==> config.mk <==
export PLATFORM = sky130hd
export DESIGN_NAME = lr_reservation
export DESIGN_NICKNAME = d
export VERILOG_FILES = /design/src/dmem_pkg.sv /design/src/lr_reservation.sv
export SDC_FILE = /design/constraint.sdc
export NUM_CORES = 1
export LEC_CHECK = 0
export BUFFER_PORTS_ARGS = -buffer_cell sky130_fd_sc_hd__buf_4
export CORE_AREA = 4 4 41 43
export CTS_CLUSTER_DIAMETER = 200
export CTS_CLUSTER_SIZE = 24
export DETAILED_ROUTE_END_ITERATION = 12
export DIE_AREA = 0 0 45 47
export GPL_TIMING_DRIVEN = 0
export PLACE_DENSITY = 0.58
export SETUP_SLACK_MARGIN = 0.4
export SLEW_MARGIN = 10
export SYNTH_ARGS = -nofsm -noshare
export SYNTH_HDL_FRONTEND = slang
export SYNTH_SLANG_ARGS = --single-unit
==> constraint.sdc <==
create_clock -name clk_i -period 2.6 [get_ports clk_i]
set_clock_uncertainty 0.15 [all_clocks]
set_input_delay 0.13 -clock clk_i [delete_from_list [all_inputs] [get_ports clk_i]]
set_output_delay 0.13 -clock clk_i [all_outputs]
set_load 0.02 [all_outputs]
==> src/dmem_pkg.sv <==
package dmem_pkg;

  // word geometry
  localparam int data_width = 32;
  localparam int mask_width = data_width / 8;

  // default depth of the data memory, in words
  localparam int dmem_els = 1024;
  localparam int dmem_addr_width = $clog2(dmem_els);

  // local byte address carries the two byte-offset bits below the word address
  localparam int byte_addr_width = dmem_addr_width + 2;

  // one data word
  typedef logic [data_width-1:0] data_t;

  // one enable bit per byte lane
  typedef logic [mask_width-1:0] mask_t;

  // word address, as used by the array and the remote port
  typedef logic [dmem_addr_width-1:0] word_addr_t;

  // byte address, as issued by the local core
  typedef logic [byte_addr_width-1:0] byte_addr_t;

  // access size of a local load or store
  typedef enum logic [1:0] {
    size_byte = 2'b00,
    size_half = 2'b01,
    size_word = 2'b10
  } load_size_e;

endpackage

==> src/lr_reservation.sv <==
`timescale 1ns/1ps

module lr_reservation (
  input  logic                 clk_i,
  input  logic                 reset_i,

  // performed array access
  input  logic                 mem_v_i,
  input  logic                 mem_w_i,
  input  dmem_pkg::word_addr_t mem_addr_i,

  // reserving local read, already qualified by the local grant
  input  logic                 reserve_i,

  output logic                 reserved_o
);

  logic                 reserved_r;
  dmem_pkg::word_addr_t reserved_addr_r;
  logic                 make_reservation;
  logic                 break_reservation;

  assign make_reservation  = mem_v_i & ~mem_w_i & reserve_i;

  // any write to the reserved word, local or remote
  assign break_reservation = reserved_r & mem_v_i & mem_w_i
                           & (mem_addr_i == reserved_addr_r);

  always_ff @(posedge clk_i) begin
    if (reset_i) begin
      reserved_r <= 1'b0;
    end else if (make_reservation) begin
      reserved_r <= 1'b1;
    end else if (break_reservation) begin
      reserved_r <= 1'b0;
    end
  end

  always_ff @(posedge clk_i) begin
    if (make_reservation) begin
      reserved_addr_r <= mem_addr_i;
    end
  end

  assign reserved_o = reserved_r;

endmodule

==> impl_metrics.ini, run 1 <==
[timing]
fin_tns_setup_ns = 0
finalCriticalPeriod_ns = 1.33
drv_slew = 0
rsz0062_at_grt = false
timing.final.crit_share_pct = 51.0
finalSetupViolations = 0
hold_viol = 0
slew_headroom_pct = 67.1
tightest_slew_ns = 0.493
clock.fmax_ghz = 0.755

[route]
routed_wl_um = 895
drtPass1Iterations = 2
drtIter0Drc = 4
drc_errors = 0
vias = 322
vias_per_cell = 4.41
routedWlPerCell_um = 12.3
ant_nets = 0

[grt]
grt_pass1_wl_um = 1430
track_usage_pct = 10.0
grt_pass1_vias = 336
antenna_found_initial = 0
grt_max_degree = 12
grt_overflow_total = 0

[status]
outcome = finished clean

[floorplanning]
die_y_um = 47
io-pin-count = 16
rows = 13
coreArea_um2 = 1300
die-area_um2 = 2120
start_util_pct = 35.8
fp.dieW_um = 45

[setup_path]
r2r-end = reserved_o$_SDFFE_PP0P_
worstPathMaxFanout = 2
slowest_delay_ns = 0.54
timing.rr.start = reserved_addr_r[9]$_DFFE_PP_
start_kind = input pin
critical-path-top-delay-family = buffers and inverters
reg2reg_depth = 3
cp_num_buf_inv = 2
cp-startpoint = mem_addr_i[9]
critical_path.endpoint = reserved_o$_SDFFE_PP0P_
rrSetupSlack_ns = 1.40
cp_cell_sequence = dlygate4sd3_1, buf_4, xor2_1, nor4_2, a31oi_1
cp_num_cells = 5
cp_slowest_cell = dlygate4sd3_1
cp.required_ns = 2.60
cp.arrival_ns = 1.32
setup.worst_path.class = input pin to flip-flop
worst_setup_path_end_kind = flip-flop

[power]
power_density_nw_per_um2 = 507
cellLeakagePower_nw = 0.293
ir_drop_v = 0.000286

[synth]
synth-seq-cells = 11
synth_top_area_share_pct = 64.5
synth.area.top_cells = edfxtp_1 65%, xor2_1 19%, nor4_2 5.4%
syn_inst = 28
yosys.area.top_type = edfxtp_1
synth_fp_nets = 43
ys_seq_area_share_pct = 68.8
synth_commonest_cells = 10 x edfxtp_1, 10 x xor2_1, 2 x nor4_2
async_flop_share_pct = 0
syn-cell-area_um2 = 465
avgSynthCellArea_um2 = 16.6
ys_warn_count = 0
synth_edf_count = 10
yosysUniqueCellTypes = 9
synth_top_flop_cell = edfxtp_1

[clocking]
insertion_delay_ns = 0.26
ctsResizeCount = 0
cts_tree = done
cts_buffers = 3
ctsRootBufferMaster = clkbuf_4
clkSlewWorstSetupHoldPaths_ns = 0.07
cts.path.max_buffers = 2
htreeDepth = 1
cts_sinks = 11

[final_layout]
post-route-cell-area_um2 = 733
fin_nets = 74
drive_gt1_share_pct = 34.5
diodes = 0
area_growth_pct = 57.5

[hold_path]
hold_path_class = input pin to flip-flop

[placement]
placed_area_um2 = 597
gp_congestion = 0.744
hpwl_um = 646
portBuffers = 15

[job]
cap_viol_max_count = 0
==> worst min-delay path by stage <==
stage / from / end / slack [ns] / cells past startpoint
floorplan: mem_addr_i[0] / reserved_addr_r[0]$_DFFE_PP_ / 0.08 / 0
global placement: mem_addr_i[0] / reserved_addr_r[0]$_DFFE_PP_ / 0.17 / 1
detailed placement: mem_addr_i[2] / reserved_addr_r[2]$_DFFE_PP_ / 0.18 / 1
CTS: mem_v_i / reserved_o$_SDFFE_PP0P_ / 0.10 / 4
global route: mem_v_i / reserved_o$_SDFFE_PP0P_ / 0.15 / 4
finish: mem_v_i / reserved_o$_SDFFE_PP0P_ / 0.11 / 4
==> tightest hold or removal path: stages <==
cell     delay [ns]
buf_4          0.11
nand3_1        0.09
nor4_2         0.05
a31oi_1        0.10
==> routing by layer <==
metal	vias up	track usage (%)	wire length, um
li1	165	-	-
met1	145	11.0	376
met2	12	16.1	445
met3	0	3.83	73
met4	0	7.02	0
met5	-	0	0
==> repair_timing <==
item | 4_1_cts | 5_1_grt
endpoints found under the hold margin | 11 | 0
setup buffers | 0 | 0
hold buffers | 11 | 0
endpoints found under the setup margin | 0 | 0
==> state kept, by name (all words and copies together), names as in the netlist <==
register / cells
reserved_addr_r: 10
reserved_o: 1
==> metrics by stage <==
stage | power (mW) | utilization (%) | instances | hold slack, ns | setup WS, ns
finish | 0.372 | 56.3 | 73 | 0.113 | 1.27
global route | 0.389 | 56.3 | 73 | 0.148 | 1.22
CTS | 0.378 | 56.3 | 73 | 0.104 | 1.27
detailed placement | 0.250 | 45.9 | 58 | 0.175 | 1.30
global placement | 0.247 | 45.9 | 58 | 0.175 | 1.35
floorplan | 0.226 | - | 28 | 0.0789 | 1.45
==> kinds of logic after synthesis <==
family	synth area share (%)
xor+xnor	18.8
simple gates	9.41
compound gates	2.96
flops	68.8
==> power by group <==
| group | switching [mW] | leakage (nW) | internal [mW] |
|---|---|---|---|
| clock | 0.0541 | 0.0150 | 0.0593 |
| sequential | 0.00388 | 0.100 | 0.202 |
| combinational | 0.0192 | 0.178 | 0.0332 |
| total | 0.0772 | 0.293 | 0.295 |
==> cells in the final DEF, fill, tap and decap left out <==
cell type,instances
nor4_2,2
o21bai_1,1
edfxtp_1,10
clkbuf_4,3
dfxtp_1,1
and3b_1,1
dlygate4sd3_1,11
nor3_1,1
nand3_1,1
buf_4,15
a31oi_1,1
xor2_1,10
clkbuf_1,1
==> final cells by class <==
class,count,area (um^2)
clock buffer,4,26.3
tap,15,18.8
fill,120,568
sequential,11,320
multi-input combinational,17,145
timing repair buffer,26,223
(Power assumes the default switching activity.)
==> run 2: changes to the inputs <==
ABC_AREA = 1   (was not set)
PLACE_DENSITY = 0.64   (was 0.58)
clock period = 1.4 ns   (was 2.6 ns; I/O delays follow)
==> run 2 against run 1 <==
Net effect: the run now ends with hold timing left; count of clock-buffer cells in the layout unchanged; first-iteration DRC count increased by 100%; wire length increased by 3.7%; global-route usage increased by 0.65 points; combinational power increased by 110%; sequential share of layout area decreased by 4.0 points; clock power increased by 87%; synthesized area increased by 16%; power increased by 89%; worst setup slack got worse by 1.0 ns; flip-flop and latch count unchanged.
==> impl_metrics.ini, run 2 <==
[final_layout]
fin_nets = 107
seq_area_um2 = 324
drive_gt1_share_pct = 24.2
fill_cells = 117
post-route-cell-area_um2 = 816
instances_no_fill = 106
largest_reg_flops = 10
top_register = reserved_addr_r
post-route-util_pct = 62.7
multiInputGateArea_um2 = 168
final_common_cell = nand2_1
area_growth_pct = 51.6
layout_common_cells = 24 x nand2_1, 14 x inv_1, 14 x buf_4
diodes = 0

[grt]
grt_overflow_total = 0
grt_pass1_wl_um = 1550
grt_max_degree = 11
track_usage_pct = 10.7
antenna_found_initial = 0
grt_pass1_vias = 401

[synth]
avgSynthCellArea_um2 = 8.82
synth_fp_nets = 76
synth_most_common_cell = nand2_1
syn_inst = 61
yosys.area.top_type = edfxtp_1
synth_top_flop_cell = edfxtp_1
ys_seq_area_share_pct = 59.5
synth.area.top_cells = edfxtp_1 56%, nand2_1 17%, inv_1 9.8%
async_flop_share_pct = 0
synth_top_area_share_pct = 55.8
syn-cell-area_um2 = 538
synth_commonest_cells = 25 x nand2_1, 14 x inv_1, 10 x edfxtp_1, 3 x nor2_1, 3 x xnor2_1
synth-seq-cells = 11
synth_edf_count = 10
ys_warn_count = 0
yosysUniqueCellTypes = 10

[job]
cap_viol_max_count = 0

[clocking]
cts_hold_buf = 11
htreeDepth = 1
ctsRootBufferMaster = clkbuf_4
clkSlewWorstSetupHoldPaths_ns = 0.07
cts_buffers = 3
cts_tree = done
insertion_delay_ns = 0.27
cts_sinks = 11
post-cts-setup-buffer-count = 0
cts.path.max_buffers = 2

[power]
power_uw = 702
ir_drop_v = 0.000623
power_density_nw_per_um2 = 860
power_frac_clock_pct = 30.1
internal_power_uw = 551
seq_power_share_pct = 54.4
swShare_pct = 21.4
combPwrFrac_pct = 15.5
cellLeakagePower_nw = 0.396
p_switching_uw = 150

[hold_path]
hold_path_class = input pin to flip-flop

[route]
drc_errors = 0
routed_wl_um = 928
drtPass1Iterations = 3
vias = 438
vias_per_cell = 4.13
ant_nets = 0
routedWlPerCell_um = 8.75
drtIter0Drc = 8

[floorplanning]
die_y_um = 47
fp.dieW_um = 45
rows = 13
coreArea_um2 = 1300
start_util_pct = 41.3
io-pin-count = 16
die-area_um2 = 2120

[setup_path]
start_kind = flip-flop
worstPathMaxFanout = 1
critical-path-top-delay-family = flip-flops
crit_top_cell = nand2_1
cp_num_buf_inv = 0
worst_setup_path_end_kind = flip-flop
cp.arrival_ns = 1.18
slowest_delay_ns = 0.38
setup.worst_path.class = flip-flop to flip-flop
rrSetupSlack_ns = 0.23
cp.required_ns = 1.41
cp_slowest_cell = edfxtp_1
cp_cell_sequence = xnor2_1, nand2_1, nor2_1, nand3_1, nand2_1, a21oi_2

[timing]
hold_ws_ns = -0.0438
hold_viol = 1
fin_tns_setup_ns = 0
tightest_slew_ns = 0.381
rsz0062_at_grt = true
drv_slew = 0
slew_headroom_pct = 74.6
timing.final.crit_share_pct = 83.5
finalSetupViolations = 0
clock.fmax_ghz = 0.856
finalCriticalPeriod_ns = 1.17
fin_ws_ns = 0.231

[placement]
portBuffers = 15
gp_congestion = 0.637
hpwl_um = 651
placed_area_um2 = 676
place_inst = 91
post-place-ws_ns = 0.210

[status]
outcome = complete, but fails checks
violations = hold timing
## run 2: worst min-delay path, delay by kind of cell
kind	cells	cell delay, ns
buffers and inverters	1	0.11
AND/OR/NAND/NOR	1	0.11
AO/OA/AOI/OAI	1	0.06
## run 2: repair_timing
item | in CTS | in global routing
endpoints found under the setup margin | 2 | 1
hold endpoints to repair | 11 | 1
gates resized for setup | 1 | 0
pin swaps | 1 | 0
## run 2: cell families (layout without fill, tap and decap cells)
| logic type | count (synthesis) | in the layout | share of synthesized area, % |
|---|---|---|---|
| xor gates and xnor gates | 4 | 4 | 6.51 |
| buffers and inverters | 14 | 44 | 9.77 |
| AOI/OAI and AO/OA | 1 | 1 | 1.63 |
| and+or+nand+nor | 31 | 31 | 22.6 |
| DFF | 11 | 11 | 59.5 |
## run 2: area by class of cell
| type | count | share of cell area, % |
|---|---|---|
| multi-input cells | 36 | 20.6 |
| inverters | 14 | 6.44 |
| clock buffers | 4 | 3.22 |
| well taps | 15 | 2.30 |
| repair buffers | 26 | 27.8 |
| flip-flops and latches | 11 | 39.7 |
## run 2: worst paths after layout
check                               start                 endpoint  cells past startpoint
max          reserved_addr_r[6]$_DFFE_PP_  reserved_o$_SDFFE_PP0P_                      6
min                             reserve_i  reserved_o$_SDFFE_PP0P_                      3
max reg2reg  reserved_addr_r[6]$_DFFE_PP_  reserved_o$_SDFFE_PP0P_                      6
min reg2reg       reserved_o$_SDFFE_PP0P_  reserved_o$_SDFFE_PP0P_                      2
## run 2: metal layers
metal  share of wire, %  routed length [um]  vias to the layer above  global-route usage (%)
met5                  0                   0                        -                       0
li1                   -                   -                      244                       -
met1                 45                 422                      182                    14.1
met3                5.9                  55                        2                    4.60
met2                 48                 441                       10                    14.1
met4               0.97                   9                        0                    7.02
## run 2: power by group through the flow
stage	logic, mW	registers (mW)	clock network (mW)
CTS	0.110	0.382	0.223
global route	0.122	0.383	0.241
finish	0.109	0.382	0.211
global placement	0.0828	0.389	0
detailed placement	0.0852	0.389	0
floorplan	0.0381	0.390	0
