==> src/dmem_pkg.sv <==
package dmem_pkg;

  // word geometry
  localparam int data_width = 32;
  localparam int mask_width = data_width / 8;

  // default depth of the data memory, in words
  localparam int dmem_els = 1024;
  localparam int dmem_addr_width = $clog2(dmem_els);

  // local byte address carries the two byte-offset bits below the word address
  localparam int byte_addr_width = dmem_addr_width + 2;

  // one data word
  typedef logic [data_width-1:0] data_t;

  // one enable bit per byte lane
  typedef logic [mask_width-1:0] mask_t;

  // word address, as used by the array and the remote port
  typedef logic [dmem_addr_width-1:0] word_addr_t;

  // byte address, as issued by the local core
  typedef logic [byte_addr_width-1:0] byte_addr_t;

  // access size of a local load or store
  typedef enum logic [1:0] {
    size_byte = 2'b00,
    size_half = 2'b01,
    size_word = 2'b10
  } load_size_e;

endpackage

==> src/dmem_access_arbiter.sv <==
`timescale 1ns/1ps

module dmem_access_arbiter (
  // local core side
  input  logic                    local_v_i,
  input  logic                    local_w_i,
  input  dmem_pkg::byte_addr_t    local_addr_i,
  input  dmem_pkg::load_size_e    local_size_i,
  input  dmem_pkg::data_t         local_data_i,
  input  logic                    local_stall_i,

  // remote network side
  input  logic                    remote_v_i,
  input  logic                    remote_w_i,
  input  dmem_pkg::word_addr_t    remote_addr_i,
  input  dmem_pkg::mask_t         remote_mask_i,
  input  dmem_pkg::data_t         remote_data_i,
  output logic                    remote_yumi_o,

  // array side
  output logic                    mem_v_o,
  output logic                    mem_w_o,
  output dmem_pkg::word_addr_t    mem_addr_o,
  output dmem_pkg::data_t         mem_data_o,
  output dmem_pkg::mask_t         mem_mask_o,

  // to the load return path
  output logic                    local_load_en_o
);

  logic            local_grant;
  dmem_pkg::data_t store_data;
  dmem_pkg::mask_t store_mask;

  // local wins unless the pipeline is stalled
  assign local_grant = local_v_i & ~local_stall_i;

  // replicate sub-word data over the lanes and pick lanes from the offset
  always_comb begin
    case (local_size_i)
      dmem_pkg::size_byte: begin
        store_data = {dmem_pkg::mask_width{local_data_i[7:0]}};
        store_mask = dmem_pkg::mask_t'(1) << local_addr_i[1:0];
      end
      dmem_pkg::size_half: begin
        store_data = {2{local_data_i[15:0]}};
        store_mask = dmem_pkg::mask_t'(3) << {local_addr_i[1], 1'b0};
      end
      default: begin
        store_data = local_data_i;
        store_mask = '1;
      end
    endcase
  end

  always_comb begin
    if (local_grant) begin
      mem_v_o       = 1'b1;
      mem_w_o       = local_w_i;
      mem_addr_o    = local_addr_i[dmem_pkg::byte_addr_width-1:2];
      mem_data_o    = store_data;
      mem_mask_o    = store_mask;
      remote_yumi_o = 1'b0;
    end else begin
      // remote request takes the array, consumed in the same cycle
      mem_v_o       = remote_v_i;
      mem_w_o       = remote_w_i;
      mem_addr_o    = remote_addr_i;
      mem_data_o    = remote_data_i;
      mem_mask_o    = remote_mask_i;
      remote_yumi_o = remote_v_i;
    end
  end

  assign local_load_en_o = local_grant & ~local_w_i;

endmodule

==> config.mk <==
export PLATFORM = sky130hd
export DESIGN_NAME = dmem_access_arbiter
export DESIGN_NICKNAME = d
export VERILOG_FILES = /design/src/dmem_pkg.sv /design/src/dmem_access_arbiter.sv
export SDC_FILE = /design/constraint.sdc
export NUM_CORES = 1
export LEC_CHECK = 0
export BUFFER_PORTS_ARGS = -buffer_cell sky130_fd_sc_hd__buf_2
export CORE_UTILIZATION = 35
export DETAILED_ROUTE_END_ITERATION = 8
export PLACE_DENSITY = 0.89
export SYNTH_ARGS = -nofsm -noshare
export SYNTH_HDL_FRONTEND = slang
export SYNTH_SLANG_ARGS = --single-unit
==> constraint.sdc <==
create_clock -name vclk -period 2.3
set_input_delay 0.575 -clock vclk [all_inputs]
set_output_delay 0.575 -clock vclk [all_outputs]
set_load 0.1 [all_outputs]
==> run metrics, run 1 <==
status=aborted with a tool error; stage reached=3_5_place_dp; Log Error=[ERROR DPL-0038] Utilization greater than 100%, impossible to legalize; gate count of the mapped netlist=between 100 and 150; Ports=147; Yosys top cell area share=0.2910; most frequent cell after synthesis=nand2_1; sequential area share after synthesis=0; post-synth cell types=22; mapped cell area=1084 µm²; Synth warnings=0; Die X=about 58 µm; row count=19; Synth Net Count=230; initial core utilization=0.3798; Syn Area/Cell=8.147 µm²; Yosys top cell by area=mux2_4; I/O Buffers=147; synth cell count leaders=28 x nand2_1, 23 x mux2i_1, 21 x mux2_4; largest cells by area after synthesis=mux2_4 29%, mux2i_1 21%, nand2_1 9.7%, o21ai_0 6.5%, buf_6 6.2%; Die Y=57.64 µm; GPL Wtd Cong=around 0.83
stage by stage:
step / instances / TNS, ps / area, µm² / hold slack (ps)
3_3_place_gp: 307 / 0 / 2902 / 1465
2_1_floorplan: 133 / -27.80 / 1425 / 1252
cell families after synthesis:
logic type             after synthesis  share of synthesized area
AOI/OAI and AO/OA                   33                     0.1559
and+or+nand+nor                     36                     0.1617
buffers and inverters               15                     0.1270
muxes                               49                     0.5554
==> inputs of run 2 (changes only) <==
Settings changed: CORE_AREA set to 2 2 63 65, CORE_UTILIZATION 35 to not set, DIE_AREA set to 0 0 65 67, PLACE_DENSITY 0.89 to not set, PLACE_DENSITY_LB_ADDON set to 0.15.
==> run metrics, run 2 <==
Synth warnings=0 (unchanged); hold buffers post-CTS=0; Critical-path top delay cell=mux2i_2; Final Hold Violating Endpoints=0; row count=22 (was 19); Setup-failing EPs final=0; total track usage=0.2112; most common cell after layout, fill and taps aside=buf_2; first-pass GRT wire length=roughly 7.3 mm; CP max stage delay=310 ps; Fmax achieved=roughly 450 MHz; Syn Area/Cell=8.147 µm² (unchanged); # clk buffers=0; CP Max Fanout=8; Synth Net Count=230 (unchanged); initial antenna violation count=0; status=finished clean (was aborted with a tool error); drt total wl=a little under 5 mm; sequential area share after synthesis=0 (unchanged); first drt pass iteration count=4; RSZ-0062 raised after global routing=false; I/O Buffers=147 (unchanged); initial core utilization=0.3005 (was 0.3798); Ports=147 (unchanged); HP Class=in2out; Antenna Nets Post-Route=0; post-detail-place hpwl=4.313 mm; Worst Setup Slack, final=about 77 ps; layout cells sized above 1=0.7914; Final Net Count=~380; startpoint types=input pin; Util after Layout=0.8314; GPL Wtd Cong=0.6866 (was 0.8316); Yosys top cell by area=mux2_4 (unchanged); Place WS=-34.04 ps; vias in the first global route=approximately 1700; Req. time, crit path=around 1700 ps; Die Y=67 µm (was 57.64 µm); period utilisation layout=0.9664; most frequent cells in the layout=95 x buf_2, 53 x buf_12, 28 x nand2_1; Via density=roughly 4.8; number of post-CTS setup repair buffers=0; worst-case vdd ir drop=about 0.26 mV; core area=roughly 3600 µm²; fin. max-slew vios=0; crit path cell chain=buf_6 > buf_8 > nor2_4 > mux2i_2 > o21ai_4 > buf_12; GRT overflow=0; DR WL/cell=between 15 and 20 µm; pwr dens=about 420 nW/µm²; post-synth cell types=22 (unchanged); Area Overhead vs Synth=176.7%; most frequent cell after synthesis=nand2_1 (unchanged); via count of the routed design=1553; CP Capture Type=primary output; number of diodes=0; largest net degree at the start of global routing=23; max-cap violation count=0; Leak Pwr=~1.5 nW; DRC viols=0; Arrival @ worst endpoint=1650 ps; register area=0 µm²; synth cell count leaders=28 x nand2_1, 23 x mux2i_1, 21 x mux2_4 (unchanged); Worst-Margin Slew=between 300 and 400 ps; largest cells by area after synthesis=mux2_4 29%, mux2i_1 21%, nand2_1 9.7%, o21ai_0 6.5%, buf_6 6.2% (unchanged); Slew HR=0.7861; Yosys top cell area share=0.2910 (unchanged); gate count of the mapped netlist=133 (unchanged); Final Critical Period=around 2200 ps; mapped cell area=1084 µm² (unchanged); CP Class=in2out; die area=between 4000 and 5000 µm²; Die X=65 µm (was 57.64 µm); First DRT Iteration DRCs=29; Seq Cell Count=0
## run 2: cell counts after synthesis
Identical to the previous run, type by type.
## run 2: path summary, 6_finish.rpt
path / slack (ps) / from / cells past startpoint / endpoint
hold / removal: 1470 / local_w_i / 3 / local_load_en_o
setup / recovery: 80 / local_size_i[0] / 6 / mem_data_o[12]
## run 2: area by class of cell
cell class / instances / area [µm²]
inverters: 2 / 7.507
multi-input cells: 119 / 1315
well taps: 48 / 60.06
fillers: 223 / 608.1
repair buffers: 157 / 1615
## run 2: worst max-delay path, delay by kind of cell
| kind | cells | cell delay [ps] |
|---|---|---|
| compound gates | 1 | 80 |
| buf+inv | 3 | 420 |
| simple gates | 1 | 250 |
| mux | 1 | 310 |
## run 2: stage by stage
step                      hold slack (ps)  instance area (µm²)  TNS, ps  instances  power (mW)
final                                1468                 2998        0        326       1.261
after global routing                 1478                 2998        0        326       1.299
after CTS                            1469                 2968        0        326       1.261
after detailed placement             1469                 2943   -136.5        325       1.253
after global placement               1459                 2943        0        325       1.237
after floorplan                      1252                 1425   -27.80        133      0.8082
## run 2: per-layer routing
layer / GRT usage / up-vias / wire length, µm / part of all wire
met1: 0.2217 / 691 / 1686 / 0.34
met2: 0.4343 / 91 / 2719 / 0.55
li1: - / 767 / - / -
met4: 0.03191 / 0 / 46 / 0.0094
met3: 0.04054 / 4 / 464 / 0.094
met5: 0 / - / 0 / 0
## run 2: timing repair
action | in CTS | in global routing
pin swaps | 0 | 1
setup endpoints to repair | 10 | 6
gates resized for setup | 4 | 8
gates cloned | 1 | 0
## run 2: report_power, final
group          internal (mW)  switching (mW)
clock network              0               0
registers                  0               0
logic                  0.481           0.780
## run 2: logic make-up after synthesis
family	Yosys count	synth area share
AO/OA/AOI/OAI	33	0.1559
buffers and inverters	15	0.1270
multiplexers	49	0.5554
AND/OR/NAND/NOR	36	0.1617
No activity file was read; power rests on OpenSTA's default activity.
==> inputs of run 3 (changes only) <==
--- a/config.mk
+++ b/config.mk
@@ -6,8 +6,8 @@
 export NUM_CORES = 1
 export LEC_CHECK = 0
-export BUFFER_PORTS_ARGS = -buffer_cell sky130_fd_sc_hd__buf_2
 export CORE_AREA = 2 2 63 65
 export DETAILED_ROUTE_END_ITERATION = 8
 export DIE_AREA = 0 0 65 67
+export DONT_BUFFER_PORTS = 1
 export PLACE_DENSITY_LB_ADDON = 0.15
 export SYNTH_ARGS = -nofsm -noshare
==> constraint.sdc (replaced) <==
create_clock -name vclk -period 2.3
set_input_delay 0.115 -clock vclk [all_inputs]
set_output_delay 0.115 -clock vclk [all_outputs]
set_load 0.1 [all_outputs]
==> run metrics, run 3 (synthesis results as in run 2) <==
drt total wl=3.339 mm (was 4.917 mm); Critical-path top delay cell=mux2_4 (was mux2i_2); worst-case vdd ir drop=0.2260 mV (was 0.2596 mV); crit path cell chain=nand2b_4 > buf_4 > mux2_4 (was buf_6 > buf_8 > nor2_4 > mux2i_2 > o21ai_4 > buf_12); Arrival @ worst endpoint=1310 ps (was 1650 ps); via count of the routed design=1079 (was 1553); Final Hold Violating Endpoints=0 (unchanged); # clk buffers=0 (unchanged); largest net degree at the start of global routing=34 (was 23); Final Critical Period=1422 ps (was 2223 ps); Top delay family on crit path=multiplexers (was buffers and inverters); CP max stage delay=460 ps (was 310 ps); Final Net Count=252 (was 377); RSZ-0062 raised after global routing=false (unchanged); GPL Wtd Cong=0.6755 (was 0.6866); Clk pwr share=0 (about the same); Die Y=67 µm (unchanged); row count=22 (unchanged); I/O Buffers=0 (was 147); number of diodes=0 (unchanged); Slew HR=0.6911 (was 0.7861); max-cap violation count=0 (unchanged); status=finished clean (unchanged); core area=3606 µm² (unchanged); post-detail-place hpwl=2.778 mm (was 4.313 mm); fin area=1385 µm² (was 2998 µm²); pwr dens=582.5 nW/µm² (was 420.8 nW/µm²); First DRT Iteration DRCs=21 (was 29); most frequent cells in the layout=32 x buf_4, 28 x nand2_1, 27 x o21ai_2 (was 95 x buf_2, 53 x buf_12, 28 x nand2_1); Fill cells=357 (was 223); worst path buffer plus inverter count=1 (was 3); total track usage=0.1371 (was 0.2112); number of post-CTS setup repair buffers=0 (unchanged); CTS resizes=0 (was 4); startpoint types=input pin (unchanged); switching power of the nets=0.6361 mW (was 0.7804 mW); Area Overhead vs Synth=27.83% (was 176.7%); vias in the first global route=1077 (was 1654); period utilisation layout=0.6181 (was 0.9664); hold buffers post-CTS=0 (unchanged); placed cell count=201 (was 325); die area=4355 µm² (unchanged); CP Max Fanout=33 (was 8); Antenna Nets Post-Route=0 (unchanged); Worst-Margin Slew=463.0 ps (was 311.9 ps); GRT overflow=0 (unchanged); DP Area=1385 µm² (was 2943 µm²); DRC viols=0 (unchanged); register area=0 µm² (unchanged); Worst Setup Slack, final=878.4 ps (was 77.30 ps); Seq Cell Count=0 (unchanged); multi-input logic area=1057 µm² (was 1315 µm²); layout cells sized above 1=0.5882 (was 0.7914); Comb pwr share=1.000 (about the same); Die X=65 µm (unchanged); first drt pass iteration count=2 (was 4); CP Capture Type=primary output (unchanged); initial antenna violation count=0 (unchanged); Place WS=868.6 ps (was -34.04 ps); Fmax achieved=703.4 MHz (was 449.9 MHz); Leak Pwr=0.7020 nW (was 1.486 nW); Req. time, crit path=2180 ps (was 1730 ps); Sw Ratio=0.7885 (was 0.6187); initial core utilization=0.3005 (unchanged); Flop pwr share=0 (about the same); fin. max-slew vios=0 (unchanged); CP Class=in2out (unchanged); Ports=147 (unchanged); Pint=0.1706 mW (was 0.4809 mW); DR WL/cell=16.61 µm (was 15.08 µm); Via density=5.368 (was 4.764); Setup-failing EPs final=0 (unchanged); HP Class=in2out (unchanged); most common cell after layout, fill and taps aside=buf_4 (was buf_2); first-pass GRT wire length=4.830 mm (was 7.320 mm); Post-Layout Cell Count=201 (was 326)
==> run 3: cell count changes in the layout (fill, tap and decap cells not counted), moves of 2 or more <==
cell / change
buf_2: -95
buf_12: -52
o21ai_2: +27
o21ai_4: -27
buf_4: +25
mux2i_1: +5
mux2i_2: -4
nor2_4: -2
==> run 3: final timing paths <==
check	startpoint	to	slack (ps)	cells past startpoint
worst max-delay path	local_stall_i	mem_data_o[5]	880	3
worst min-delay path	local_w_i	local_load_en_o	470	2
==> run 3: final cells by class <==
type,instances,share of cell area
inverters,2,0.005420
multi-input cells,118,0.7633
well taps,48,0.04336
repair buffers,33,0.1879
==> run 3: routing by layer <==
layer / vias up / global-route usage / wire (µm)
met1: 468 / 0.1430 / 1050
li1: 523 / - / -
met3: 0 / 0.02365 / 406
met2: 88 / 0.2951 / 1882
met5: - / 0 / 0
met4: 0 / 0 / 0
==> run 3: metrics by stage <==
| stage | setup TNS (ps) | utilization | hold WS [ps] | power, mW |
|---|---|---|---|---|
| 6_report | 0 | 0.3841 | 467.1 | 0.8068 |
| 5_1_grt | 0 | 0.3841 | 470.7 | 0.8304 |
| 4_1_cts | 0 | 0.3841 | 467.8 | 0.8116 |
| 3_5_place_dp | 0 | 0.3841 | 467.8 | 0.8103 |
| 3_3_place_gp | 0 | 0.3841 | 469.3 | 0.8055 |
| 2_1_floorplan | -3959 | - | 549.7 | 0.7154 |
==> run 3: power by group through the flow <==
stage          logic [mW]  clock network [mW]  registers, mW
2_1_floorplan       0.715                   0              0
3_3_place_gp        0.805                   0              0
3_5_place_dp        0.810                   0              0
4_1_cts             0.812                   0              0
5_1_grt             0.830                   0              0
6_report            0.807                   0              0
