==> src/dmem_pkg.sv <==
package dmem_pkg;

  // word geometry
  localparam int data_width = 32;
  localparam int mask_width = data_width / 8;

  // default depth of the data memory, in words
  localparam int dmem_els = 1024;
  localparam int dmem_addr_width = $clog2(dmem_els);

  // local byte address carries the two byte-offset bits below the word address
  localparam int byte_addr_width = dmem_addr_width + 2;

  // one data word
  typedef logic [data_width-1:0] data_t;

  // one enable bit per byte lane
  typedef logic [mask_width-1:0] mask_t;

  // word address, as used by the array and the remote port
  typedef logic [dmem_addr_width-1:0] word_addr_t;

  // byte address, as issued by the local core
  typedef logic [byte_addr_width-1:0] byte_addr_t;

  // access size of a local load or store
  typedef enum logic [1:0] {
    size_byte = 2'b00,
    size_half = 2'b01,
    size_word = 2'b10
  } load_size_e;

endpackage

==> src/load_return.sv <==
`timescale 1ns/1ps

module load_return (
  input  logic                  clk_i,
  input  logic                  reset_i,

  input  logic                  load_en_i,
  input  dmem_pkg::load_size_e  size_i,
  input  logic                  unsigned_i,
  input  logic [1:0]            part_sel_i,

  input  dmem_pkg::data_t       mem_data_i,

  output logic                  load_v_o,
  output dmem_pkg::data_t       load_data_o
);

  logic                 load_en_r;
  dmem_pkg::load_size_e size_r;
  logic                 unsigned_r;
  logic [1:0]           part_sel_r;
  dmem_pkg::data_t      buffer_r;
  dmem_pkg::data_t      word;
  logic [7:0]           byte_sel;
  logic [15:0]          half_sel;

  always_ff @(posedge clk_i) begin
    if (reset_i) begin
      load_en_r <= 1'b0;
    end else begin
      load_en_r <= load_en_i;
    end
  end

  // load info travels with the enable
  // held until the next local load so the buffered result stays consistent
  always_ff @(posedge clk_i) begin
    if (load_en_i) begin
      size_r     <= size_i;
      unsigned_r <= unsigned_i;
      part_sel_r <= part_sel_i;
    end
  end

  // load buffer, captures the array word in the return cycle
  always_ff @(posedge clk_i) begin
    if (load_en_r) begin
      buffer_r <= mem_data_i;
    end
  end

  // bypass the fresh array output, else the held word
  assign word = load_en_r ? mem_data_i : buffer_r;

  assign byte_sel = word[{part_sel_r, 3'b000} +: 8];
  assign half_sel = word[{part_sel_r[1], 4'b0000} +: 16];

  // pack and extend to a full word
  always_comb begin
    case (size_r)
      dmem_pkg::size_byte: begin
        load_data_o = {{(dmem_pkg::data_width-8){~unsigned_r & byte_sel[7]}}, byte_sel};
      end
      dmem_pkg::size_half: begin
        load_data_o = {{(dmem_pkg::data_width-16){~unsigned_r & half_sel[15]}}, half_sel};
      end
      default: begin
        load_data_o = word;
      end
    endcase
  end

  assign load_v_o = load_en_r;

endmodule

==> config.mk <==
export PLATFORM = sky130hd
export DESIGN_NAME = load_return
export DESIGN_NICKNAME = d
export VERILOG_FILES = /design/src/dmem_pkg.sv /design/src/load_return.sv
export SDC_FILE = /design/constraint.sdc
export NUM_CORES = 1
export LEC_CHECK = 0
export ABC_AREA = 0
export BUFFER_PORTS_ARGS = -buffer_cell sky130_fd_sc_hd__buf_2
export CORE_MARGIN = 2
export CORE_UTILIZATION = 30
export CTS_CLUSTER_DIAMETER = 120
export CTS_CLUSTER_SIZE = 12
export DETAILED_ROUTE_END_ITERATION = 6
export HOLD_SLACK_MARGIN = 0.12
export SYNTH_ARGS = -nofsm -noshare
export SYNTH_HDL_FRONTEND = slang
export SYNTH_SLANG_ARGS = --single-unit
==> constraint.sdc <==
create_clock -name clk_i -period 1.8 [get_ports clk_i]
set_clock_uncertainty 0.05 [all_clocks]
set_input_delay 0.09 -clock clk_i [delete_from_list [all_inputs] [get_ports clk_i]]
set_output_delay 0.09 -clock clk_i [all_outputs]
set_load 0.005 [all_outputs]
==> out/metrics.yaml, run 1 <==
final.period_utilization: 1.156
synth_edf_count: 5
place_area_sq_um: 2490
grt-busiest-layer: "met2"
power.internal_w: 0.001903
max_slew_margin: 0.7144
clock.fmax_ghz: 0.4806
power_density_nw_per_um2: 846.5
cp_data_arrival_time_ns: 1.94
power.switching_w: 0.0007352
nFillCells: 598
crit_path_start_kind: "register"
worst_slack_ns: -0.2808
path_cells: "mux4_2 > nor2_2 > nor3_4 > a221o_1 > buf_2"
final_cell_mix: "buf_2 (72), dlygate4sd3_1 (36), dfxtp_1 (32)"
status: "finished with violations"
cp.required_ns: 1.66
fin_crit_ns: 2.081
combPwrFrac: 0.365
fp.dieH_um: 83.86
yosysWarnings: 0
drive_above_1_share: 0.5132
cap_violations: 0
area_delta_synth_final_pct: 62.92
min_path_type: "in2reg"
vias: 1809
synth_seq_cells: 38
grt_max_degree: 21
final_common_cell: "buf_2"
synth_cell_types: 24
grt_pass1_vias: 1919
p_total_w: 0.002638
dp.final_hpwl_um: 3720
cp-end-kind: "primary output"
final_antenna_net_count: 0
insertion_delay_ns: 0.28
grt_remaining_overflow: 0
routabilityCongestion: 0.7375
gr-usage-met2: 0.2705
ctsLongestPathBuffers: 2
nets: 341
grt_pass1_wl_um: 8845
cts_htree_levels: 2
syn_area_per_cell_sq_um: 11.25
grt_antenna_before_repair: 0
ios: 73
synth_nets: 210
gr-usage-met3: 0.04055
crit_slowest_cell: "mux4_2"
async_reset_ff_frac: 0
grtUsageTotal: 0.1576
fin_area_sq_um: 3117
clkTransAtPathRegs_ns: 0.08
drc: 0
start_util: 0.3065
rsz0062_at_grt: "yes"
cts-buffers-inserted: 5
worst_pin_slew_ns: 0.4271
diodes: 0
die_x_um: 83.86
hold_viol_final: 0
leakagePower_nw: 1.520
vias_per_cell: 4.773
violations: "setup timing"
root_buffer: "clkbuf_8"
ys_seq_area_frac: 0.4238
report.final.slew_viol_count: 0
worst_path_largest_cell_delay_ns: 0.57
place_ws_ns: -0.1815
port-buffer-count: 72
synth_top_flop_cell: "dfxtp_1"
max-vdd-ir-drop_uv: 417.0
num_rows: 29
fin_hold_ws_ns: 0.1341
wl_um: 5526
drt_iter0_drc: 59
path_max_fanout: 8
setup_viol_count_final: 31
avgRoutedWirePerCell_um: 14.58
cts_tree: "done"
core_area_sq_um: 6241
cts_sinks: 38
die_area_sq_um: 7032
p_clk_frac: 0.249
drt_first_pass_iters: 6
use_met1: 0.1898
synth_area_sq_um: 1913
p_sw_frac: 0.2787
p_seq_frac: 0.387
synthCells: 170
worstSetupPathType: "reg2out"
## synth_stat cells, types with 2 or more instances
library cell  count  area [sq um]
a21o_1           16         120.1
a221o_1           8         80.08
a2bb2oi_1         7         61.31
buf_2             7         35.03
buf_6             2         22.52
clkbuf_1          4         15.01
dfxtp_1          33         660.6
edfxtp_1          5         150.1
inv_1            14         52.55
mux2_2           32         360.4
mux2i_1           8         80.08
mux4_2            2         45.04
nand2_1           2         7.510
nand2b_1          2         12.51
nor2_1            4         15.01
nor2b_1           3         18.77
o21ai_0           2         10.01
o22a_1            7         61.31
o22ai_1           7         43.79
## worst max-delay path: cells and delay by family, from the launching register on
kind | cells | cell delay [ns]
AOI/OAI and AO/OA | 1 | 0.28
buffers and inverters | 1 | 0.13
DFF | 1 | 0.40
muxes | 1 | 0.57
and+or+nand+nor | 2 | 0.27
## layer usage
metal,routed length (um),up-vias
met5,0,-
met4,86,0
met3,268,9
met2,2714,51
met1,2457,856
li1,-,893
## state kept, by name, indices dropped and copies added (netlist names)
name,count
unsigned_r,1
buffer_r,32
part_sel_r,2
size_r,2
load_v_o,1
## path summary, 6_finish.rpt
kind	from	end	slack, ns	cells past startpoint
min	mem_data_i[25]	buffer_r[25]$_DFF_P_	0.13	3
min reg2reg	buffer_r[0]$_DFF_P_	buffer_r[0]$_DFF_P_	0.43	1
max	load_v_o$_SDFF_PP0_	load_data_o[15]	-0.28	5
max reg2reg	load_v_o$_SDFF_PP0_	buffer_r[26]$_DFF_P_	0.08	4
## kinds of logic after synthesis
logic type             after synthesis  share of synthesized area
buffers and inverters               27                    0.06540
AO/OA/AOI/OAI                       47                     0.1969
multiplexers                        43                     0.2655
flip-flops                          38                     0.4238
AND/OR/NAND/NOR                     15                    0.04840
## power groups by stage
stage	registers, W	clock network [W]	logic (W)
finish	0.00102	0.000657	0.000962
global route	0.00103	0.000726	0.00104
CTS	0.00102	0.000678	0.000944
global placement	0.00103	0	0.000816
detailed placement	0.00104	0	0.000825
floorplan	0.00102	0	0.000498
## what timing repair did
item / 4_1_cts / 5_1_grt
gates cloned: 0 / 1
hold buffers: 35 / 1
resized for setup: 19 / 11
endpoints found under the hold margin: 38 / 1
pin swaps: 2 / 2
setup endpoints to repair: 32 / 33
buffers inserted: 4 / 0
## through the flow
stage	util	instances	setup TNS [ns]
after global placement	0.3990	330	-2.194
final	0.4994	379	-7.654
after floorplan	-	170	0
after global routing	0.4994	379	-10.18
after detailed placement	0.3990	330	-3.061
after CTS	0.4908	377	-8.356
## cell type report
type                            instances  area (sq um)  area share
Multi-Input combinational cell        105          1061      0.3404
Timing Repair Buffer                  137         991.0      0.3179
Sequential cell                        38         814.5      0.2613
Clock buffer                            8         101.3     0.03252
Inverter                               14         52.55     0.01686
Tap cell                               77         96.34     0.03091
Power figures use the tool's default switching activity.
==> run 2, diff against run 1 <==
==> constraint.sdc (replaced) <==
create_clock -name clk_i -period 1.8 [get_ports clk_i]
set_clock_uncertainty 0.05 [all_clocks]
set_input_delay 0.09 -clock clk_i [delete_from_list [all_inputs] [get_ports clk_i]]
set_output_delay 0.09 -clock clk_i [all_outputs]
set_load 0.1 [all_outputs]
==> run 2 against run 1 <==
Final cell count grew 0.79%; global-route usage grew 3.4 points; combinational power increased to 2.9 times the previous value; hold slack worse by 0.098 ns; highest routed layer unchanged; sequential cell count unchanged; the run still ends with setup timing left; cell area rose by 31%.
==> out/metrics.yaml, run 2 (synthesis results as in run 1) <==
largestRegisters: "buffer_r x32, part_sel_r x2, size_r x2"
grt_pass1_vias: 2091
fin_hold_ws_ns: 0.03560
wl_um: 6696
cp.required_ns: 1.66
grt_remaining_overflow: 0
drive_above_1_share: 0.6885
final_antenna_net_count: 0
num_rows: 29
diodes: 0
start_util: 0.3065
min_from: "mem_data_i[11]"
cap_violations: 0
r2r_cells: 4
grt_antenna_before_repair: 0
grt_pass1_wl_um: 10530
min_path_type: "in2reg"
cts_tree: "done"
largest_register_ffs: 32
reg2reg_from: "load_v_o$_SDFF_PP0_"
ios: 73
root_buffer: "clkbuf_8"
holdPathStages: 2
final_common_cell: "buf_2"
drt_first_pass_iters: 4
crit_path_start_kind: "register"
cts_hold_buf: 27
cts_htree_levels: 2
vias_per_cell: 4.976
dp.final_hpwl_um: 4202
top_register: "buffer_r"
worst_slack_ns: -0.5316
cts_sinks: 38
rsz0062_at_grt: "yes"
ctsLongestPathBuffers: 2
clock.fmax_ghz: 0.4289
cp-end-kind: "primary output"
vias: 1901
whs_endpoint: "buffer_r[11]$_DFF_P_"
power_density_nw_per_um2: 1096
port-buffer-count: 72
avgRoutedWirePerCell_um: 17.53
nets: 344
grtUsageTotal: 0.1917
fin_crit_ns: 2.332
r2r_slack_ns: 0.08
violations: "setup timing"
final_cell_mix: "buf_2 (40), buf_12 (37), dfxtp_1 (32)"
area_delta_synth_final_pct: 113.1
report.final.slew_viol_count: 0
finish.utilization: 0.6534
grt_max_degree: 20
hold_viol_final: 0
r2r_end: "buffer_r[9]$_DFF_P_"
die_area_sq_um: 7032
leakagePower_nw: 1.789
max-vdd-ir-drop_uv: 728.1
core_area_sq_um: 6241
cts-buffers-inserted: 5
insertion_delay_ns: 0.29
dpl.cell_count: 332
max_slew_margin: 0.6656
drt_iter0_drc: 103
final.period_utilization: 1.295
path_max_fanout: 8
die_x_um: 83.86
worst_pin_slew_ns: 0.5051
final_cells: 382
clkTransAtPathRegs_ns: 0.08
cp_data_arrival_time_ns: 2.19
worstSetupPathType: "reg2out"
fp.dieH_um: 83.86
status: "finished with violations"
drc: 0
tns_ns: -13.51
routabilityCongestion: 0.7712
setup_viol_count_final: 32
-- run 2: cell type report --
class,count,area [sq um]
clock inverter,1,5.005
tap,77,96.34
fill,452,2163
sequential,38,814.5
multi-input combinational,105,1471
inverter,14,52.55
clock buffer,7,86.33
timing repair buffer,140,1551
-- run 2: report_power, final --
part | internal (W) | switching [W]
logic | 0.00124 | 0.00159
clock network | 0.000309 | 0.000304
registers | 0.000981 | 0.0000485
-- run 2: worst max path at each step --
stage / from / end / slack [ns] / cells after the start
3_5_place_dp: load_v_o$_SDFF_PP0_ / load_data_o[22] / -0.25 / 5
3_3_place_gp: load_v_o$_SDFF_PP0_ / load_data_o[29] / -0.20 / 5
4_1_cts: load_v_o$_SDFF_PP0_ / load_data_o[9] / -0.46 / 6
6_report: load_v_o$_SDFF_PP0_ / load_data_o[9] / -0.53 / 7
2_1_floorplan: load_v_o$_SDFF_PP0_ / load_data_o[10] / -0.28 / 5
5_1_grt: load_v_o$_SDFF_PP0_ / load_data_o[15] / -0.58 / 7
-- run 2: critical path, cell delays in order (launching register included) --
cell	delay, ns
dfxtp_4	0.37
mux4_2	0.55
buf_6	0.15
nor2_4	0.10
nor3_4	0.06
buf_12	0.15
a221o_4	0.35
buf_12	0.17
-- run 2: what timing repair did --
item	CTS	global route
setup endpoints to repair	32	34
resized for setup	52	12
setup buffers	9	5
hold endpoints to repair	35	2
cloned	0	1
pin swaps	12	6
-- run 2: through the flow --
stage / setup WS [ns] / cell area (sq um) / total power (W)
after global routing: -0.5817 / 4078 / 0.004617
final: -0.5316 / 4078 / 0.004468
after global placement: -0.2050 / 3246 / 0.003518
after CTS: -0.4649 / 3955 / 0.004418
after detailed placement: -0.2536 / 3246 / 0.003540
after floorplan: -0.2799 / 2173 / 0.002692
-- run 2: per-layer routing --
layer	part of all wire	global-route usage	wire length, um	vias up
li1	-	-	-	899
met1	0.39	0.2126	2641	924
met2	0.53	0.3411	3518	60
met3	0.053	0.06231	358	18
met4	0.027	0.07038	178	0
met5	0	0	0	-
==> run 3, diff against run 2 <==
--- a/config.mk
+++ b/config.mk
@@ -13,6 +13,7 @@
 export CTS_CLUSTER_SIZE = 12
 export DETAILED_ROUTE_END_ITERATION = 6
 export HOLD_SLACK_MARGIN = 0.12
+export PLACE_DENSITY = 0.58
 export SYNTH_ARGS = -nofsm -noshare
 export SYNTH_HDL_FRONTEND = slang
 export SYNTH_SLANG_ARGS = --single-unit
==> run 3 against run 2 <==
The flow still finishes with violations (setup timing); die area is the same; sequential cell count stayed put; total power is 2.7% lower; register-to-register slack worse by 0.04 ns; critical endpoint is now load_data_o[11]; highest routed layer unchanged.
==> out/metrics.yaml, run 3 (synthesis results as in run 1) <==
status: "finished with violations"
violations: "setup timing"
min_from: "mem_data_i[25]"
holdPathStages: 3
drt_iter0_drc: 28
final_antenna_net_count: 0
cts_htree_levels: 2
power_density_nw_per_um2: 1103
gr-usage-met2: 0.3033
setup_viol_count_final: 32
ctsLongestPathBuffers: 2
rsz0062_at_grt: "yes"
use_met1: 0.2043
worst_path_largest_cell_delay_ns: 0.55
grtUsageTotal: 0.1728
insertion_delay_ns: 0.29
worst_slack_ns: -0.4662
report.final.slew_viol_count: 0
clkTransAtPathRegs_ns: 0.08
crit_slowest_cell: "mux4_2"
grt_pass1_wl_um: 9694
cts-buffers-inserted: 5
avgRoutedWirePerCell_um: 15.72
nets: 342
hold_viol_final: 0
dp.final_hpwl_um: 3955
vias_per_cell: 4.837
reg2reg_from: "load_v_o$_SDFF_PP0_"
seqCellArea_sq_um: 814.5
nFillCells: 495
grt_remaining_overflow: 0
die_area_sq_um: 7032
cp.required_ns: 1.66
p_total_w: 0.004348
path_cells: "mux4_2 > buf_6 > nor2_4 > nor3_4 > a221o_4 > buf_12"
fp.dieH_um: 83.86
fin_hold_ws_ns: 0.1103
area_delta_synth_final_pct: 106.0
grt_antenna_before_repair: 0
root_buffer: "clkbuf_8"
drc: 0
routabilityCongestion: 0.7244
cp_data_arrival_time_ns: 2.13
cap_violations: 0
max-vdd-ir-drop_uv: 601.4
final_common_cell: "buf_2"
fin_crit_ns: 2.266
final.period_utilization: 1.259
start_util: 0.3065
max_slew_margin: 0.6297
core_area_sq_um: 6241
clock.fmax_ghz: 0.4413
drt_first_pass_iters: 4
r2r_cells: 4
cts_sinks: 38
whs_endpoint: "buffer_r[25]$_DFF_P_"
grt_max_degree: 26
leakagePower_nw: 1.737
grt-busiest-layer: "met2"
final_cell_mix: "buf_2 (40), buf_12 (35), dlygate4sd3_1 (33)"
drive_above_1_share: 0.6370
ios: 73
cp-end-kind: "primary output"
cts_hold_buf: 33
top_register: "buffer_r"
vias: 1838
multiInputGateArea_sq_um: 1386
cts_tree: "done"
gr-usage-met3: 0.03858
diodes: 0
grt_pass1_vias: 2069
num_rows: 29
worstSetupPathType: "reg2out"
crit_path_start_kind: "register"
worst_pin_slew_ns: 0.5537
die_x_um: 83.86
port-buffer-count: 72
largest_register_ffs: 32
crit_start: "load_v_o$_SDFF_PP0_"
wl_um: 5973
path_max_fanout: 8
largestRegisters: "buffer_r x32, part_sel_r x2, size_r x2"
r2r_slack_ns: 0.04
min_path_type: "in2reg"
r2r_end: "buffer_r[14]$_DFF_P_"
[run 3: timing repair]
| action | in CTS | in global routing |
|---|---|---|
| cloned | 0 | 1 |
| pin swaps | 4 | 6 |
| setup endpoints to repair | 32 | 32 |
| setup buffers | 4 | 2 |
| resized for setup | 31 | 12 |
| endpoints found under the hold margin | 38 | 2 |
[run 3: layer usage]
metal | part of all wire | vias up
met5 | 0 | -
met4 | 0.022 | 0
met3 | 0.040 | 11
met2 | 0.51 | 50
met1 | 0.43 | 882
li1 | - | 895
[run 3: area by class of cell]
cell class | instances | area share
Clock buffer | 7 | 0.02190
Clock inverter | 1 | 0.001270
Inverter | 14 | 0.01333
Multi-Input combinational cell | 105 | 0.3517
Sequential cell | 38 | 0.2067
Tap cell | 77 | 0.02444
Timing Repair Buffer | 138 | 0.3806
[run 3: stage by stage]
stage            util  setup TNS (ns)  cells  area (sq um)  setup WS [ns]
6_report       0.6315          -13.07    380          3941        -0.4662
5_1_grt        0.6315          -15.62    380          3941        -0.5492
4_1_cts        0.6171          -11.57    378          3851        -0.4500
3_5_place_dp   0.5233          -6.450    333          3266        -0.2367
3_3_place_gp   0.5233          -5.739    333          3266        -0.2106
2_1_floorplan       -          -7.902    170          2173        -0.2799
[run 3: critical path: cells and delay by family (launching register included)]
| family | cells | cell delay (ns) |
|---|---|---|
| AO/OA/AOI/OAI | 1 | 0.36 |
| buffers and inverters | 2 | 0.32 |
| flip-flops | 1 | 0.40 |
| multiplexers | 1 | 0.55 |
| AND/OR/NAND/NOR | 2 | 0.20 |
[run 3: report_power, final]
group          leakage [nW]  internal, W  switching (W)
Combinational          1.36      0.00118        0.00154
Clock                0.0482     0.000309       0.000299
Sequential            0.328     0.000980      0.0000431
[run 3: how the worst max path moves through the flow]
stage / slack, ns / endpoint / cells past startpoint
6_report: -0.47 / load_data_o[11] / 6
5_1_grt: -0.55 / load_data_o[9] / 6
4_1_cts: -0.45 / load_data_o[9] / 6
3_5_place_dp: -0.24 / load_data_o[19] / 5
3_3_place_gp: -0.21 / load_data_o[30] / 5
2_1_floorplan: -0.28 / load_data_o[10] / 5
